## config.mk

```make
export PLATFORM = sky130hd
export DESIGN_NAME = a25_wb_master
export DESIGN_NICKNAME = d
export VERILOG_FILES = /design/src/hdl/wb_bus_pkg.sv /design/src/hdl/core_req_pkg.sv /design/src/hdl/req_arbiter.sv /design/src/hdl/burst_counter.sv /design/src/hdl/wb_cycle_fsm.sv /design/src/hdl/wb_bus_regs.sv /design/src/hdl/a25_wb_master.sv
export SDC_FILE = /design/constraint.sdc
export NUM_CORES = 1
export LEC_CHECK = 0
export BUFFER_PORTS_ARGS = -buffer_cell sky130_fd_sc_hd__buf_2
export CAP_MARGIN = 20
export CORE_AREA = 2 2 100 102
export DETAILED_ROUTE_END_ITERATION = 12
export DIE_AREA = 0 0 102 104
export PLACE_DENSITY = 0.74
export SYNTH_ARGS = -nofsm -noshare
export SYNTH_HDL_FRONTEND = slang
export SYNTH_SLANG_ARGS = --single-unit
```

## constraint.sdc

```tcl
create_clock -name i_clk -period 2 [get_ports i_clk]
set_input_delay 0 -clock i_clk [delete_from_list [all_inputs] [get_ports i_clk]]
set_output_delay 0 -clock i_clk [all_outputs]
set_load 0.005 [all_outputs]
```

## src/hdl/wb_bus_pkg.sv

```systemverilog
// wishbone bus package holding the bus widths, the vector types and the master output bundle
package wb_bus_pkg;

    // ==============================
    // bus widths
    // ==============================
    localparam int WB_ADR_W = 32;
    localparam int WB_DAT_W = 32;
    localparam int WB_SEL_W = 4;

    // byte address, data word and byte-lane select as seen on the bus
    typedef logic [WB_ADR_W-1:0] wb_adr_t;
    typedef logic [WB_DAT_W-1:0] wb_dat_t;
    typedef logic [WB_SEL_W-1:0] wb_sel_t;

    // ==============================
    // master outputs
    // ==============================
    // everything the master drives onto the bus travels as one bundle
    typedef struct packed {
        wb_adr_t adr;
        wb_sel_t sel;
        logic    we;
        wb_dat_t dat;
        logic    cyc;
        logic    stb;
    } wb_out_t;

endpackage

```

## src/hdl/core_req_pkg.sv

```systemverilog
// core request package with the cache request bundles, the source encoding and the bus states
package core_req_pkg;

    // instruction fetch request, always a read
    // the requester holds these fields until the cycle after its last ready pulse
    typedef struct packed {
        logic                req;
        logic                qword;
        wb_bus_pkg::wb_adr_t adr;
    } icache_req_t;

    // data cache request, cached and uncached share the remaining fields
    // sel is only meaningful for writes, reads always use every lane
    typedef struct packed {
        logic                cached_req;
        logic                uncached_req;
        logic                qword;
        logic                write;
        wb_bus_pkg::wb_sel_t sel;
        wb_bus_pkg::wb_adr_t adr;
        wb_bus_pkg::wb_dat_t dat;
    } dcache_req_t;

    // which requester owns the bus cycle in flight
    typedef enum logic [1:0] {
        SRC_NONE,
        SRC_ICACHE,
        SRC_DCACHE_CACHED,
        SRC_DCACHE_UNCACHED
    } req_src_t;

    // bus cycle sequencing
    typedef enum logic [1:0] {
        ST_IDLE,
        ST_BURST,
        ST_LAST_ACK
    } bus_state_t;

    // beat index inside a line, wide enough for a four-word line fill
    typedef logic [1:0] beat_t;

endpackage

```

## src/hdl/req_arbiter.sv

```systemverilog
// request arbiter that picks the next cache request and steers ready pulses back to its source
`timescale 1ns/1ps

module req_arbiter (
    input  logic                      i_clk,
    input  logic                      quick_n_reset,
    input  core_req_pkg::icache_req_t i_icache,
    input  core_req_pkg::dcache_req_t i_dcache,
    input  logic                      i_start_ok,
    input  logic                      i_load,
    input  logic                      i_done,
    input  logic                      i_wb_ack,
    input  wb_bus_pkg::wb_dat_t       i_wb_dat,
    output logic                      o_start,
    output logic                      o_qword,
    output core_req_pkg::dcache_req_t o_sel_req,
    output logic                      o_icache_ready,
    output logic                      o_dcache_cached_ready,
    output logic                      o_dcache_uncached_ready,
    output wb_bus_pkg::wb_dat_t       o_read_data
);
    import wb_bus_pkg::*;
    import core_req_pkg::*;

    req_src_t pick_src;
    req_src_t served_src;
    logic     done_q;

    // ==============================
    // priority pick
    // ==============================
    // data cache wins over instruction fetch, cached wins over uncached
    always_comb
    begin
        if (i_dcache.cached_req)
            pick_src = SRC_DCACHE_CACHED;
        else if (i_dcache.uncached_req)
            pick_src = SRC_DCACHE_UNCACHED;
        else if (i_icache.req)
            pick_src = SRC_ICACHE;
        else
            pick_src = SRC_NONE;
    end

    // the chosen request in data cache shape, so the bus registers see a single format
    always_comb
    begin
        o_sel_req = i_dcache;
        o_qword   = i_dcache.qword;
        if (pick_src == SRC_ICACHE)
        begin
            // fetches are word aligned reads
            o_sel_req.adr   = {i_icache.adr[WB_ADR_W-1:2], 2'b00};
            o_sel_req.write = 1'b0;
            o_qword         = i_icache.qword;
        end
        // byte enables only matter for writes, a read takes the whole word
        if (!o_sel_req.write)
            o_sel_req.sel = '1;
    end

    // the served source still shows its old request in the cycle after done,
    // so that cycle must not start a new transfer
    assign o_start = (pick_src != SRC_NONE) && i_start_ok && !done_q;

    // ==============================
    // served source tracking
    // ==============================
    always_ff @(posedge i_clk)
    begin
        if (!quick_n_reset)
        begin
            served_src <= SRC_NONE;
            done_q     <= 1'b0;
        end
        else
        begin
            done_q <= i_done;
            if (i_load)
                served_src <= pick_src;
            else if (i_done)
                served_src <= SRC_NONE;
        end
    end

    // every ack, read or write, pulses ready towards the owner only
    assign o_icache_ready          = i_wb_ack && (served_src == SRC_ICACHE);
    assign o_dcache_cached_ready   = i_wb_ack && (served_src == SRC_DCACHE_CACHED);
    assign o_dcache_uncached_ready = i_wb_ack && (served_src == SRC_DCACHE_UNCACHED);

    // read data is shared, each source qualifies it with its own ready
    assign o_read_data = i_wb_dat;

endmodule

```

## src/hdl/burst_counter.sv

```systemverilog
// beat counter for a bus transfer that flags the beat before the last one of a line
`timescale 1ns/1ps

module burst_counter #(
    parameter int BURST_LEN = 4
) (
    input  logic                i_clk,
    input  logic                quick_n_reset,
    input  logic                i_load,
    input  logic                i_advance,
    output core_req_pkg::beat_t o_beat,
    output logic                o_last_beat
);
    import core_req_pkg::*;

    // index of the beat whose ack hands over to the final acknowledge
    localparam beat_t LAST_IDX = beat_t'(BURST_LEN - 2);

    beat_t beat_q;

    // cleared at the start of every transfer and stepped on each accepted burst beat
    always_ff @(posedge i_clk)
    begin
        if (!quick_n_reset)
            beat_q <= '0;
        else if (i_load)
            beat_q <= '0;
        else if (i_advance)
            beat_q <= beat_q + beat_t'(1);
    end

    assign o_beat      = beat_q;
    assign o_last_beat = (beat_q == LAST_IDX);

endmodule

```

## src/hdl/wb_cycle_fsm.sv

```systemverilog
// bus cycle state machine that steps a transfer from idle through the burst beats to the final ack
`timescale 1ns/1ps

module wb_cycle_fsm #(
    parameter int BURST_LEN = 4
) (
    input  logic i_clk,
    input  logic quick_n_reset,
    input  logic i_start,
    input  logic i_qword,
    input  logic i_wb_ack,
    input  logic i_last_beat,
    output logic o_start_ok,
    output logic o_load,
    output logic o_advance,
    output logic o_done
);
    import core_req_pkg::*;

    bus_state_t state;
    bus_state_t state_nxt;

    // ==============================
    // state register
    // ==============================
    always_ff @(posedge i_clk)
    begin
        if (!quick_n_reset)
            state <= ST_IDLE;
        else
            state <= state_nxt;
    end

    // ==============================
    // next state and strobes
    // ==============================
    always_comb
    begin
        state_nxt = state;
        o_load    = 1'b0;
        o_advance = 1'b0;
        o_done    = 1'b0;
        case (state)
            ST_IDLE:
            begin
                if (i_start)
                begin
                    o_load = 1'b1;
                    // a one-word line would be a single transfer anyway
                    if (i_qword && (BURST_LEN > 1))
                        state_nxt = ST_BURST;
                    else
                        state_nxt = ST_LAST_ACK;
                end
            end
            ST_BURST:
            begin
                // each ack moves the address on, the one before the last leaves the burst
                if (i_wb_ack)
                begin
                    o_advance = 1'b1;
                    if (i_last_beat)
                        state_nxt = ST_LAST_ACK;
                end
            end
            ST_LAST_ACK:
            begin
                if (i_wb_ack)
                begin
                    o_done    = 1'b1;
                    state_nxt = ST_IDLE;
                end
            end
            default:
                state_nxt = ST_IDLE;
        endcase
    end

    assign o_start_ok = (state == ST_IDLE);

endmodule

```

## src/hdl/wb_bus_regs.sv

```systemverilog
// wishbone output registers with the byte-lane address decode and the wrapping burst address
`timescale 1ns/1ps

module wb_bus_regs (
    input  logic                      i_clk,
    input  logic                      quick_n_reset,
    input  logic                      i_load,
    input  logic                      i_advance,
    input  logic                      i_done,
    input  core_req_pkg::dcache_req_t i_sel_req,
    input  core_req_pkg::beat_t       i_beat,
    output wb_bus_pkg::wb_out_t       o_wb
);
    import wb_bus_pkg::*;
    import core_req_pkg::*;

    // word address bits that wrap inside a line sit just above the byte offset
    localparam int BEAT_W = $bits(beat_t);

    wb_adr_t adr_q;
    wb_sel_t sel_q;
    wb_dat_t dat_q;
    beat_t   start_word_q;
    beat_t   next_word;
    logic    we_q;
    logic    stb_q;
    logic    cyc_q;

    // single lanes give their own index, the upper half gives 2, all else stays aligned
    function automatic logic [1:0] lane_adr(input wb_sel_t sel);
        case (sel)
            4'b0010: lane_adr = 2'd1;
            4'b0100: lane_adr = 2'd2;
            4'b1000: lane_adr = 2'd3;
            4'b1100: lane_adr = 2'd2;
            default: lane_adr = 2'd0;
        endcase
    endfunction

    // beat i has just been acked, so the bus moves to word start + i + 1
    assign next_word = start_word_q + i_beat + beat_t'(1);

    // ==============================
    // payload registers
    // ==============================
    always_ff @(posedge i_clk)
    begin
        if (i_load)
        begin
            adr_q        <= {i_sel_req.adr[WB_ADR_W-1:2], lane_adr(i_sel_req.sel)};
            sel_q        <= i_sel_req.sel;
            dat_q        <= i_sel_req.dat;
            start_word_q <= i_sel_req.adr[BEAT_W+1:2];
        end
        else if (i_advance)
            adr_q[BEAT_W+1:2] <= next_word;
    end

    // cycle control, stb and cyc stay up for the whole line and drop after the last ack
    always_ff @(posedge i_clk)
    begin
        if (!quick_n_reset)
        begin
            we_q  <= 1'b0;
            stb_q <= 1'b0;
            cyc_q <= 1'b0;
        end
        else if (i_load)
        begin
            we_q  <= i_sel_req.write;
            stb_q <= 1'b1;
            cyc_q <= 1'b1;
        end
        else if (i_done)
        begin
            we_q  <= 1'b0;
            stb_q <= 1'b0;
            cyc_q <= 1'b0;
        end
    end

    assign o_wb = '{adr: adr_q, sel: sel_q, we: we_q, dat: dat_q, cyc: cyc_q, stb: stb_q};

endmodule

```

## src/hdl/a25_wb_master.sv

```systemverilog
// wishbone master top that turns instruction and data cache requests into bus cycles
`timescale 1ns/1ps

module a25_wb_master #(
    parameter int BURST_LEN = 4
) (
    input  logic                      i_clk,
    input  logic                      quick_n_reset,
    input  core_req_pkg::icache_req_t i_icache,
    input  core_req_pkg::dcache_req_t i_dcache,
    input  wb_bus_pkg::wb_dat_t       i_wb_dat,
    input  logic                      i_wb_ack,
    output logic                      o_icache_ready,
    output logic                      o_dcache_cached_ready,
    output logic                      o_dcache_uncached_ready,
    output wb_bus_pkg::wb_dat_t       o_read_data,
    output wb_bus_pkg::wb_out_t       o_wb
);
    import core_req_pkg::*;

    // arbiter to state machine
    logic        start;
    logic        qword;
    logic        start_ok;
    // state machine strobes towards the datapath
    logic        load;
    logic        advance;
    logic        done;
    // counter feedback
    logic        last_beat;
    beat_t       beat;
    dcache_req_t sel_req;

    // ==============================
    // request side
    // ==============================
    req_arbiter u_req_arbiter (
        .i_clk                   (i_clk),
        .quick_n_reset           (quick_n_reset),
        .i_icache                (i_icache),
        .i_dcache                (i_dcache),
        .i_start_ok              (start_ok),
        .i_load                  (load),
        .i_done                  (done),
        .i_wb_ack                (i_wb_ack),
        .i_wb_dat                (i_wb_dat),
        .o_start                 (start),
        .o_qword                 (qword),
        .o_sel_req               (sel_req),
        .o_icache_ready          (o_icache_ready),
        .o_dcache_cached_ready   (o_dcache_cached_ready),
        .o_dcache_uncached_ready (o_dcache_uncached_ready),
        .o_read_data             (o_read_data)
    );

    // ==============================
    // bus side
    // ==============================
    wb_cycle_fsm #(.BURST_LEN(BURST_LEN)) u_wb_cycle_fsm (
        .i_clk         (i_clk),
        .quick_n_reset (quick_n_reset),
        .i_start       (start),
        .i_qword       (qword),
        .i_wb_ack      (i_wb_ack),
        .i_last_beat   (last_beat),
        .o_start_ok    (start_ok),
        .o_load        (load),
        .o_advance     (advance),
        .o_done        (done)
    );

    burst_counter #(.BURST_LEN(BURST_LEN)) u_burst_counter (
        .i_clk         (i_clk),
        .quick_n_reset (quick_n_reset),
        .i_load        (load),
        .i_advance     (advance),
        .o_beat        (beat),
        .o_last_beat   (last_beat)
    );

    wb_bus_regs u_wb_bus_regs (
        .i_clk         (i_clk),
        .quick_n_reset (quick_n_reset),
        .i_load        (load),
        .i_advance     (advance),
        .i_done        (done),
        .i_sel_req     (sel_req),
        .i_beat        (beat),
        .o_wb          (o_wb)
    );

endmodule

```

==> out/summary.txt <==
status = complete, no violations
R2R depth = 4
reg2reg end = u_wb_bus_regs.dat_q[3]
Worst-path clk slew = 0.08 ns
Layout area overhead = 61.1%
drt total wl = 9210 µm
Clk Tree Root Cell = clkbuf_8
Ant. Diodes = 0
final net count = 603
vias per inst = 4.34
Leak = 0.00227 µW
Post-synth EDFFs = 70
H-tree levels = 3
die height = 104 µm
CORE AREA = 9550 µm²
Yosys cell types = 37
full die area = 10600 µm²
hold_ws = 0.00000198 ns
WP data required = 2.04 ns
# setup viols final = 0
Cell Rows = 36
Fin. Hold Viols = 0
dpl hpwl = 5490 µm
Critical Path Source = u_wb_cycle_fsm.state[0]
vias in the first global route = 2886
total CTS buffers = 9
DR WL met3 = 750 µm
post-route ant nets = 0
TNS Setup = 0 ns
initial antenna violation count = 0
Slew Limit Fails = 0
highest routed layer = met4
crit path to = u_wb_bus_regs.dat_q[3]
first-pass GRT wire length = 13400 µm
critical path class = flip-flop to flip-flop
CTS Hold Bufs = 98
DIE WIDTH = 102 µm
initial drt markers = 70
clk buf depth = 2
Mean Syn Cell Area = 16.1 µm²
Setup crit end kind = flip-flop
Ys Warns = 0
number of detailed-route iterations in the first pass = 4
Area after DPL = 4160 µm²
# DRC = 0
VDD IR-drop max = 552 µV
vias = 2597
Netlist Area Pre-Place = 3330 µm²
Placer Congestion = 0.759
Port Buffers = 178
final worst path period share = 88.1%
Pwr Density = 852 nW/µm²
Setup Fix Bufs, Post-CTS = 0
most frequent cells in the layout = buf_2, dlygate4sd3_1, edfxtp_1
GRT Total Usage = 16.6%
minimum clock period after layout = 1.76 ns
HP Class = primary input to output pin
Most used DFF post-synth = edfxtp_1
worst setup margin = 0.237 ns
detailed-route wire length per cell = 15.4 µm
CTS tree = built
R2R Path Start = u_wb_cycle_fsm.state[0]
Worst EP arrival = 1.80 ns
Worst Path Max Fanout = 38
Async SR Flop Fraction = 0%
Place WS = 0.250 ns
Worst-Skew Late Latency = 0.35 ns
Finished Cell Area = 5360 µm²
worst rel slew slack = 73.1%
post-synthesis sequential area ratio = 68.6%
worst-margin pin slew = 0.403 ns
Overflow after GRT = 0
Starting Density = 34.8%
share of layout cells above drive strength 1 = 51.4%
I/O pin count = 247
commonest non-fill, non-tap cell in the layout = buf_2
RSZ-0062 raised after global routing = no
max-cap violation count = 0
clk sinks = 79
Metal-1 WL = 3120 µm
met2 WL = 5020 µm
Mapped Nets = 350
f_max = 567 MHz
CP startpoint kind = flip-flop
largest net degree at the start of global routing = 39
post-cts gate resize count = 0
#FFs+latches synth = 79
Mapped Cells = 207
Worst Skew = 0.00690 ns
worst reg-to-reg setup slack = 0.24 ns
-- cell type report --
cell class,count,area [µm²]
Inverter,4,17.5
Tap cell,133,166
Sequential cell,79,2280
Clock inverter,6,92.6
Timing Repair Buffer,280,1930
Multi-Input combinational cell,86,744
Clock buffer,10,128
Fill cell,771,4190
-- metrics by stage --
step / utilization, % / instances / power (µW)
after global placement: 43.5 / 484 / 3080
after detailed placement: 43.5 / 484 / 3100
after global routing: 56.1 / 598 / 4770
after floorplan: - / 207 / 2680
after CTS: 56.1 / 598 / 4570
final: 56.1 / 598 / 4570
-- layer usage --
layer,vias up,track usage [%]
met1,1201,14.6
met4,0,10.1
met2,125,32.0
met3,36,4.37
met5,-,0
li1,1235,-
-- synthesized netlist by cell type, types with 2 or more instances --
cell	count	area (µm²)
xnor2_1	3	26.3
nor4_1	2	12.5
dfxtp_1	9	180
ha_1	2	25.0
buf_4	35	263
or2_2	4	25.0
inv_1	3	11.3
a21oi_1	4	20.0
nand2_1	3	11.3
nor2b_1	2	12.5
mux2_2	31	349
o211ai_1	4	30.0
nor2_1	6	22.5
nand2b_1	4	25.0
buf_2	2	10.0
nor3_1	2	10.0
o21ai_0	2	10.0
edfxtp_1	70	2100
-- critical path: stages (launching register included) --
cell	delay [ns]
dfxtp_1	0.37
nor3_1	0.36
nand2b_1	0.26
inv_4	0.20
buf_12	0.24
-- report_power, final --
group / total, µW / internal (µW) / switching (µW)
Combinational: 994 / 530 / 464
Clock: 1320 / 712 / 603
Sequential: 2260 / 2160 / 93.4
Total: 4570 / 3410 / 1160
-- worst min-delay path by stage --
stage | depth (start not counted) | startpoint | endpoint
2_1_floorplan | 2 | i_wb_ack | o_icache_ready
3_3_place_gp | 0 | i_wb_dat[1] | o_read_data[1]
3_5_place_dp | 0 | i_wb_dat[1] | o_read_data[1]
4_1_cts | 0 | i_wb_dat[1] | o_read_data[1]
5_1_grt | 0 | i_wb_dat[19] | o_read_data[19]
6_report | 0 | i_wb_dat[10] | o_read_data[10]
-- cells by family after synthesis --
logic type | share of synthesized area, %
simple gates | 6.28
buf+inv | 8.99
fa+ha+maj | 0.752
xor+xnor | 1.05
mux | 10.8
flops | 68.6
compound gates | 3.50
-- registers in the layout, indices dropped and copies added, names as in the netlist --
register                    flops
u_wb_bus_regs.sel_q             4
u_wb_cycle_fsm.state            2
u_req_arbiter.served_src        2
u_wb_bus_regs.stb_q             1
u_wb_bus_regs.we_q              1
u_wb_bus_regs.dat_q            32
u_req_arbiter.done_q            1
u_wb_bus_regs.start_word_q      2
u_burst_counter.o_beat          2
u_wb_bus_regs.adr_q            32
No activity file was read; power rests on OpenSTA's default activity.
